## src/source/datapathPkg.sv

```systemverilog
`default_nettype none

package datapathPkg;

	// Data word and shift amount
	localparam int wordWidth = 32;
	localparam int shiftWidth = $clog2(wordWidth);

	// General register file
	localparam int regCount = 16;

	// Main memory, word addressed
	localparam int ramDepth = 512;
	localparam int ramAddrWidth = $clog2(ramDepth);

endpackage

`default_nettype wire

```

## src/source/aluUnit.sv

```systemverilog
`timescale 1ns/100ps
`default_nettype none

module aluUnit (
	input  wire logic [datapathPkg::wordWidth-1:0] yData,
	input  wire logic [datapathPkg::wordWidth-1:0] busData,
	input  wire logic                              incPc,
	input  wire logic                              opAdd,
	input  wire logic                              opSub,
	input  wire logic                              opAnd,
	input  wire logic                              opOr,
	input  wire logic                              opShr,
	input  wire logic                              opShra,
	input  wire logic                              opShl,
	input  wire logic                              opRor,
	input  wire logic                              opRol,
	input  wire logic                              opNeg,
	input  wire logic                              opNot,
	output logic      [datapathPkg::wordWidth-1:0] result
);
	import datapathPkg::*;

	logic [shiftWidth-1:0]  shiftAmt;
	logic [2*wordWidth-1:0] rorWide;
	logic [2*wordWidth-1:0] rolWide;

	assign shiftAmt = busData[shiftWidth-1:0];	// Amount is taken mod 32

	// Rotates from a doubled copy of Y
	assign rorWide = {yData, yData} >> shiftAmt;
	assign rolWide = {yData, yData} << shiftAmt;

	// Fixed priority, PC increment first
	always_comb begin
		if (incPc) begin
			result = busData + wordWidth'(1);
		end else if (opAdd) begin
			result = yData + busData;
		end else if (opSub) begin
			result = yData - busData;
		end else if (opAnd) begin
			result = yData & busData;
		end else if (opOr) begin
			result = yData | busData;
		end else if (opShr) begin
			result = yData >> shiftAmt;
		end else if (opShra) begin
			result = $signed(yData) >>> shiftAmt;	// Keeps the sign bit
		end else if (opShl) begin
			result = yData << shiftAmt;
		end else if (opRor) begin
			result = rorWide[wordWidth-1:0];
		end else if (opRol) begin
			result = rolWide[2*wordWidth-1:wordWidth];
		end else if (opNeg) begin
			result = -busData;
		end else if (opNot) begin
			result = ~busData;
		end else begin
			// Pass the bus through unchanged
			result = busData;
		end
	end

endmodule

`default_nettype wire

```

## config.mk

```make
export PLATFORM = sky130hd
export DESIGN_NAME = aluUnit
export DESIGN_NICKNAME = d
export VERILOG_FILES = /design/src/source/datapathPkg.sv /design/src/source/aluUnit.sv
export SDC_FILE = /design/constraint.sdc
export NUM_CORES = 1
export LEC_CHECK = 0
export BUFFER_PORTS_ARGS = -buffer_cell sky130_fd_sc_hd__buf_2
export CELL_PAD_IN_SITES_DETAIL_PLACEMENT = 1
export CELL_PAD_IN_SITES_GLOBAL_PLACEMENT = 1
export CORE_MARGIN = 1.5
export CORE_UTILIZATION = 45
export DETAILED_ROUTE_END_ITERATION = 7
export PLACE_DENSITY_LB_ADDON = 0.1
export SYNTH_ARGS = -nofsm -noshare
export SYNTH_HDL_FRONTEND = slang
export SYNTH_SLANG_ARGS = --single-unit
```

## constraint.sdc

```tcl
create_clock -name vclk -period 6.6
set_input_delay 0.66 -clock vclk [all_inputs]
set_output_delay 0.66 -clock vclk [all_outputs]
set_load 0.05 [all_outputs]
```

==> metrics.cfg <==
[yosys]
yosysSeqAreaShare_pct=0
synth_cell_type_count=82
syn_nets=2034
mappedNetlistArea_um2=13300
yosys_warnings=0
netlist_instances=1858
synth.avg_cell_area_um2=7.14

[run_status]
status=finished clean

[final_layout]
design_area_um2=13800
seq_cells=0
clockBufferCount=0
nNetsFinal=2023
drive_above_1_share_pct=15.2
synthToLayoutAreaGrowth_pct=4.00
regArea_um2=0

[die]
fp.dieH_um=175
start_util_pct=46.0
core_area_um2=28900
ioPinCount=108
fp-row-count=62
dieArea_um2=30500
die_w_um=175

[clock_tree]
cts_resized=0
post-cts-setup-buffers=0
ctsHoldBuffers=0

[timing]
fmax_mhz=170
relSlewSlack_pct=22.5
hold_violations=0
worstMarginPinSlew_ns=1.16
fin_hold_ws_ns=1.94
post-route-period-util_pct=89.2
fin_setup_tns_ns=0
rsz0062_at_grt=no
setup_viol=0
slew_violations=0
layout_min_cycle_time_ns=5.89

[route]
first_iter_violations=2165
drc=0
wire_per_inst_um=34.4
firstDrtPassIters=6
via_per_inst=7.57
vias=16896
wl_um=76900
ant_nets=0

[run]
maxCapViolCount=0

[grt]
antenna_found_initial=1
grt_pass1_vias=16526
track_usage_pct=48.9
overflow=0
grt_max_degree=60
grt_pass1_wl_um=111000

[min_path]
whs_path_depth=4
hold_class=in -> out

[setup_path]
worstSetupPathType=in -> out
crit_path_max_incr_delay_ns=0.67
start_kind=input port
cp.depth=13
worstPathCellList=buf_2 > inv_2 > ha_1 > o21a_1 > a21oi_1 > a211o_1 > a2111oi_0 > o31ai_1 > a211oi_1 > o21a_1 > nor3_1 > a2111oi_1 > buf_2
path_delay_family=compound AO/OA/AOI/OAI gates
crit_arrival_ns=5.23
crit_fanout=25
path_buf_inv=3
cp.required_ns=5.94
slowest_stage=a2111oi_0
cp-end-kind=primary output

[placement]
port_buffers=108
dpl.hpwl_um=60300
place_congestion=1.07
placed_cell_area_um2=13800

## synthesized netlist by cell type, types with 7 or more instances
master	count	share of area, %
a21oi_1	169	6.4
a31oi_1	22	1.0
nor3_1	43	1.6
buf_6	16	1.4
a221o_1	10	0.75
o21a_1	12	0.68
o21bai_1	12	0.68
mux4_2	50	8.5
or3_1	20	0.94
buf_2	18	0.68
nand2_1	145	4.1
mux4_1	27	5.3
nand4_1	15	0.71
buf_1	18	0.51
nor2_1	182	5.1
o211ai_1	27	1.5
a211oi_1	46	2.6
a221oi_1	26	1.7
inv_1	115	3.3
o21ai_0	118	4.5
a22o_1	7	0.46
nand3_1	46	1.7
or2_2	15	0.71
ha_1	98	9.2
a2111oi_0	10	0.66
nor4_1	14	0.66
o22ai_1	23	1.1
or4_1	8	0.45
and2_1	10	0.47
o31ai_1	24	1.4
a21o_1	12	0.68
mux2i_1	72	5.4
o221ai_1	9	0.59
and3_1	17	0.80
buf_4	8	0.45
xnor2_1	71	4.7
nor2b_1	17	0.80
clkbuf_1	96	2.7
mux2_2	55	4.7
nand2b_1	17	0.80
a311oi_1	9	0.59
a22oi_1	16	0.91
## layout make-up
class	count	area, um^2
Antenna cell	3	7.51
Timing Repair Buffer	145	828
Multi-Input combinational cell	1583	12000
Fill cell	3808	15100
Tap cell	384	480
Inverter	117	439
## worst min-delay path, cell delays in order
cell     delay [ns]
buf_2          0.19
xnor2_1        0.15
o22ai_1        0.08
buf_2          0.21
## worst paths after layout
| kind | from | slack [ns] | to |
|---|---|---|---|
| worst max-delay path | busData[3] | 0.71 | result[29] |
| worst min-delay path | busData[6] | 1.94 | result[6] |
## cell usage in the layout, fill, tap and decap left out, types with 20 or more instances in the layout
cell | synthesis | final
a221oi_1 | 26 | 26
xnor2_1 | 71 | 71
a31oi_1 | 22 | 22
a21oi_1 | 169 | 169
buf_4 | 8 | 41
mux4_1 | 27 | 27
nand2_1 | 145 | 145
mux4_2 | 50 | 50
mux2_2 | 55 | 55
o21ai_0 | 118 | 118
nor2_1 | 182 | 182
ha_1 | 98 | 98
or3_1 | 20 | 20
nand3_1 | 46 | 46
a211oi_1 | 46 | 46
o31ai_1 | 24 | 24
o211ai_1 | 27 | 27
mux2i_1 | 72 | 72
buf_2 | 18 | 104
o22ai_1 | 23 | 23
inv_1 | 115 | 113
nor3_1 | 43 | 43
## cell families (layout without fill, tap and decap cells)
kind of cell | Yosys count | after routing | share of synthesized area (%)
XOR/XNOR | 77 | 77 | 5.08
adder cells (fa/ha/maj) | 100 | 100 | 9.54
multiplexers | 204 | 204 | 23.9
AND/OR/NAND/NOR | 568 | 568 | 20.2
AO/OA/AOI/OAI | 634 | 634 | 31.9
other | 0 | 3 | 0
buffers and inverters | 275 | 262 | 9.29
## routing by layer
metal  GRT usage, %  wire (um)  vias to the layer above
met3           12.3       9740                      318
met5              0         16                        -
met1           61.7      28800                     8276
met2           76.2      33100                     1263
met4           27.0       5230                        2
li1               -          -                     7037
## stage by stage
stage                     utilization [%]  instances  setup slack, ns
after floorplan                         -       1858           0.0368
after global placement               47.8       2229             1.03
after detailed placement             47.8       2229            0.865
after CTS                            47.8       2229            0.854
after global routing                 47.8       2229            0.563
final                                47.8       2232            0.714
