[config.mk]
export PLATFORM = sky130hd
export DESIGN_NAME = registerFile
export DESIGN_NICKNAME = d
export VERILOG_FILES = /design/src/source/cpuIsaPkg.sv /design/src/source/datapathPkg.sv /design/src/source/registerFile.sv
export SDC_FILE = /design/constraint.sdc
export NUM_CORES = 1
export LEC_CHECK = 0
export ABC_AREA = 1
export BUFFER_PORTS_ARGS = -buffer_cell sky130_fd_sc_hd__clkbuf_2
export CORE_MARGIN = 2
export CORE_UTILIZATION = 45
export DETAILED_ROUTE_END_ITERATION = 10
export GPL_ROUTABILITY_DRIVEN = 0
export PLACE_DENSITY_LB_ADDON = 0.12
export SETUP_SLACK_MARGIN = 0.02
export SYNTH_ARGS = -nofsm -noshare
export SYNTH_HDL_FRONTEND = slang
export SYNTH_SLANG_ARGS = --single-unit
export TNS_END_PERCENT = 10
[constraint.sdc]
create_clock -name clock -period 4.1 [get_ports clock]
set_clock_uncertainty 0.2 [all_clocks]
set_input_delay 0.82 -clock clock [delete_from_list [all_inputs] [get_ports clock]]
set_output_delay 0.82 -clock clock [all_outputs]
set_load 0.05 [all_outputs]
[src/source/cpuIsaPkg.sv]
`default_nettype none

package cpuIsaPkg;

	// Field widths of the 32-bit instruction word
	localparam int instrWidth = 32;
	localparam int opcodeWidth = 5;
	localparam int regFieldWidth = 4;
	localparam int constWidth = 19;
	localparam int unusedWidth = instrWidth - opcodeWidth - 3 * regFieldWidth;

	// One IR word read two ways: three-register or register plus constant
	typedef union packed {
		struct packed {
			logic [opcodeWidth-1:0]   opcode;
			logic [regFieldWidth-1:0] ra;
			logic [regFieldWidth-1:0] rb;
			logic [regFieldWidth-1:0] rc;
			logic [unusedWidth-1:0]   unused;
		} rFmt;
		struct packed {
			logic [opcodeWidth-1:0]   opcode;
			logic [regFieldWidth-1:0] ra;
			logic [regFieldWidth-1:0] rb;
			logic [constWidth-1:0]    c;	// Signed offset or immediate
		} iFmt;
	} instrWord;

endpackage

`default_nettype wire

[src/source/datapathPkg.sv]
`default_nettype none

package datapathPkg;

	// Data word and shift amount
	localparam int wordWidth = 32;
	localparam int shiftWidth = $clog2(wordWidth);

	// General register file
	localparam int regCount = 16;

	// Main memory, word addressed
	localparam int ramDepth = 512;
	localparam int ramAddrWidth = $clog2(ramDepth);

endpackage

`default_nettype wire

[src/source/registerFile.sv]
`timescale 1ns/100ps
`default_nettype none

module registerFile (
	input  wire logic                               clock,
	input  wire logic                               rstN,
	input  wire cpuIsaPkg::instrWord                instr,
	input  wire logic                               gra,
	input  wire logic                               grb,
	input  wire logic                               grc,
	input  wire logic                               rIn,
	input  wire logic                               baOut,
	input  wire logic [datapathPkg::wordWidth-1:0]  busData,
	output logic      [datapathPkg::wordWidth-1:0]  regData
);
	import cpuIsaPkg::*;
	import datapathPkg::*;

	logic [regFieldWidth-1:0] regSel;
	logic [wordWidth-1:0]     regs [regCount];

	// Register index comes from the IR field named by the select strobe
	always_comb begin
		if (gra) begin
			regSel = instr.rFmt.ra;
		end else if (grb) begin
			regSel = instr.rFmt.rb;
		end else if (grc) begin
			regSel = instr.rFmt.rc;
		end else begin
			regSel = '0;	// No select, default to R0
		end
	end

	// Write port from the bus
	always_ff @(posedge clock or negedge rstN) begin
		if (!rstN) begin
			for (int i = 0; i < regCount; i++) begin
				regs[i] <= '0;
			end
		end else if (rIn) begin
			regs[regSel] <= busData;
		end
	end

	// Base-address read: R0 stands for no base register
	always_comb begin
		if (baOut && regSel == '0) begin
			regData = '0;
		end else begin
			regData = regs[regSel];
		end
	end

endmodule

`default_nettype wire

==> impl_metrics.py <==
metrics = {
    "power": {
        "leakage_nw": 14.6,
        "finalPower_w": 0.0166,
        "sw_frac_of_total_pct": 32.4,
        "ir_worst_vdd_mv": 0.366,
        "seq_power_share_pct": 44.6,
        "clock_power_share_pct": 31.4,
        "p_int_w": 0.0112,
        "p_per_area_nw_per_um2": 594,
        "combPwrFrac_pct": 24.0,
        "p_switching_w": 0.00538,
    },
    "placed_design": {
        "io_buffer_count": 82,
        "dp_hpwl_um": 42500,
        "dp_cells": 3985,
    },
    "worst_setup_path": {
        "worst_path_largest_cell_delay_ns": 0.34,
        "worst-r2r-cell-count": 2,
        "r2r_slack_ns": 3.19,
        "crit_path_start": "gra",
        "crit_cells": 12,
        "worstReg2RegStart": "regs[328]",
        "r2r-end": "regs[328]",
        "crit_slowest_cell": "clkbuf_2",
        "cp_max_fo": 32,
        "crit_chain": "clkbuf_2 > inv_2 > or2_1 > nand2_8 > buf_12 > nor2_1 > o21ai_0 > nand2_1 > nand2_1 > nand2_1 > nor2_1 > clkbuf_2",
        "cp_top_family": "simple AND/OR/NAND/NOR gates",
        "path_common_cell": "nand2_1",
        "worst-setup-path-type": "primary input to output port",
        "start_kind": "primary input",
        "required_ns": 3.08,
        "path_buf_inv": 4,
        "arrival_ns": 2.93,
        "end_kind": "output port",
    },
    "clock_tree": {
        "h-tree-depth": 2,
        "clk_latency_ns": 0.61,
        "cts_tree": "done",
        "hold_buffers": 0,
        "clk_pin_slew_worst_paths_ns": 0.06,
        "numCtsBuffers": 56,
        "clock_path_buffers": 3,
        "cts.sink_count": 512,
        "root_buffer": "clkbuf_16",
    },
    "logic_synthesis": {
        "synth_area_leaders": "dfrtp_1, nand2_1, o21ai_0",
        "synth.distinct_cells": 24,
        "async_flop_share_pct": 100,
        "syn_inst": 3344,
        "netlist_area_um2": 24600,
        "yosysMostFrequentCell": "nand2_1",
        "synthTopCellsByCount": "nand2_1, dfrtp_1, inv_1",
        "yosysSeqAreaShare_pct": 52.1,
        "yosysTopAreaCellShare_pct": 52.1,
        "synth_edf_count": 0,
        "avgSynthCellArea_um2": 7.35,
        "yosys_warnings": 0,
        "syn_nets": 3415,
        "synth_top_area_cell": "dfrtp_1",
        "synthFlopType": "dfrtp_1",
        "ys_seq_elements": 512,
    },
    "final_layout": {
        "seq_area_um2": 12800,
        "multi_input_area_um2": 9570,
        "instances_no_fill": 4089,
        "fin_util_pct": 51.9,
        "antenna_cells": 0,
        "fillers": 5190,
        "largest-register": "regs",
        "nNetsFinal": 3420,
        "drive_above_1_share_pct": 8.78,
        "area_growth_pct": 13.8,
        "largest_register_ffs": 512,
        "top_regs": "regs: 512 flops",
    },
    "drt": {
        "dr.pass1.iters": 5,
        "remaining_drc_errors": 0,
        "num_vias": 21100,
        "drt-initial-drc-count": 2048,
        "wl_per_cell_um": 17.7,
        "viasPerCell": 5.17,
        "wl_um": 72300,
        "ant_nets": 0,
    },
    "timing": {
        "maxSlewHeadroom_pct": 42.2,
        "setup-violations-final": 0,
        "worstMarginPinSlew_ns": 0.868,
        "slew_viol_final": 0,
        "fmax_ghz": 0.253,
        "hold_viol": 0,
        "rsz0062_at_grt": "true",
        "finalCritPeriodShare_pct": 96.3,
        "hold_slack_ns": 0.0668,
        "tns_ns": 0,
        "period_minus_slack_ns": 3.95,
    },
    "floorplan": {
        "dieArea_um2": 56500,
        "die_h_um": 238,
        "initial_utilization_pct": 45.6,
        "die_width_um": 238,
        "num_io_pins": 103,
        "core_um2": 53900,
        "num_rows": 85,
    },
    "global_routing": {
        "grt_overflow": 0,
        "grt_pass1_wl_um": 114000,
        "grt_max_degree": 98,
        "antenna_found_initial": 0,
        "grt_pass1_vias": 19700,
        "grt.total_usage_pct": 26.1,
    },
    "run": {
        "cap_violations": 0,
    },
    "run_status": {
        "status": "finished clean",
    },
    "hold_path": {
        "hold_class": "primary input to asynchronous set/reset pin",
    },
}
[through the flow]
stage / setup WS [ns] / instance area (µm²)
3_5_place_dp: -0.0162 / 26000
6_report: 0.152 / 28000
4_1_cts: 0.149 / 28000
3_3_place_gp: -0.0101 / 26000
2_1_floorplan: 0.391 / 24600
5_1_grt: 0.00179 / 28000
[worst max-delay path by stage]
stage | end | slack [ns]
6_report | regData[28] | 0.15
5_1_grt | regData[2] | 0.002
4_1_cts | regData[10] | 0.15
3_5_place_dp | regData[12] | -0.02
3_3_place_gp | regData[12] | -0.01
2_1_floorplan | regData[7] | 0.39
[power groups by stage]
| stage | logic [W] | clock network (W) | registers (W) |
|---|---|---|---|
| floorplan | 0.00300 | 0 | 0.00728 |
| global placement | 0.00389 | 0 | 0.00740 |
| detailed placement | 0.00400 | 0 | 0.00747 |
| CTS | 0.00403 | 0.00531 | 0.00740 |
| global route | 0.00466 | 0.00552 | 0.00760 |
| finish | 0.00399 | 0.00521 | 0.00742 |
[logic make-up (layout without fill, tap and decap cells)]
| logic type | count (synthesis) | after routing | share of synthesized area [%] |
|---|---|---|---|
| AO/OA/AOI/OAI | 654 | 654 | 13.5 |
| AND/OR/NAND/NOR | 1598 | 1598 | 25.2 |
| buffers and inverters | 580 | 629 | 9.24 |
| flip-flops | 512 | 512 | 52.1 |
[layout make-up]
type,count,share of cell area [%]
Clock inverter,25,1.05
Sequential cell,512,45.8
Inverter,358,4.81
Tap cell,696,3.11
Clock buffer,77,5.73
Multi-Input combinational cell,2252,34.2
Timing Repair Buffer,169,5.28
[cells in the final DEF (no fill, tap or decap), drive strengths merged]
| cell type | netlist | layout |
|---|---|---|
| nor3 | 3 | 3 |
| a31oi | 2 | 2 |
| nand2 | 1364 | 1364 |
| o21ai | 632 | 632 |
| clkinv | 0 | 13 |
| clkinvlp | 0 | 4 |
| bufinv | 0 | 6 |
| dfrtp | 512 | 512 |
| a21oi | 20 | 20 |
| inv | 358 | 360 |
| buf | 75 | 91 |
| nor2 | 150 | 150 |
| clkbuf | 147 | 155 |
| or2 | 1 | 1 |
| nand3b | 2 | 2 |
| nand3 | 78 | 78 |
[repair_timing]
item	4_1_cts	5_1_grt
buffers inserted	2	0
resized for setup	0	5
setup endpoints to repair	4	6
pin swaps	1	1
[metal layers]
layer	track usage, %	wire (µm)	share of wire [%]
met5	0	0	0
met4	7.53	1770	2.4
met3	3.69	4250	5.9
met2	42.2	33600	46
met1	36.7	32700	45
[worst register-to-register path: cells and delay by family (launching register included)]
kind / cells / cell delay [ns]
AO/OA/AOI/OAI: 1 / 0.11
flip-flops: 1 / 0.39
AND/OR/NAND/NOR: 1 / 0.07
No activity file was read; power rests on OpenSTA's default activity.
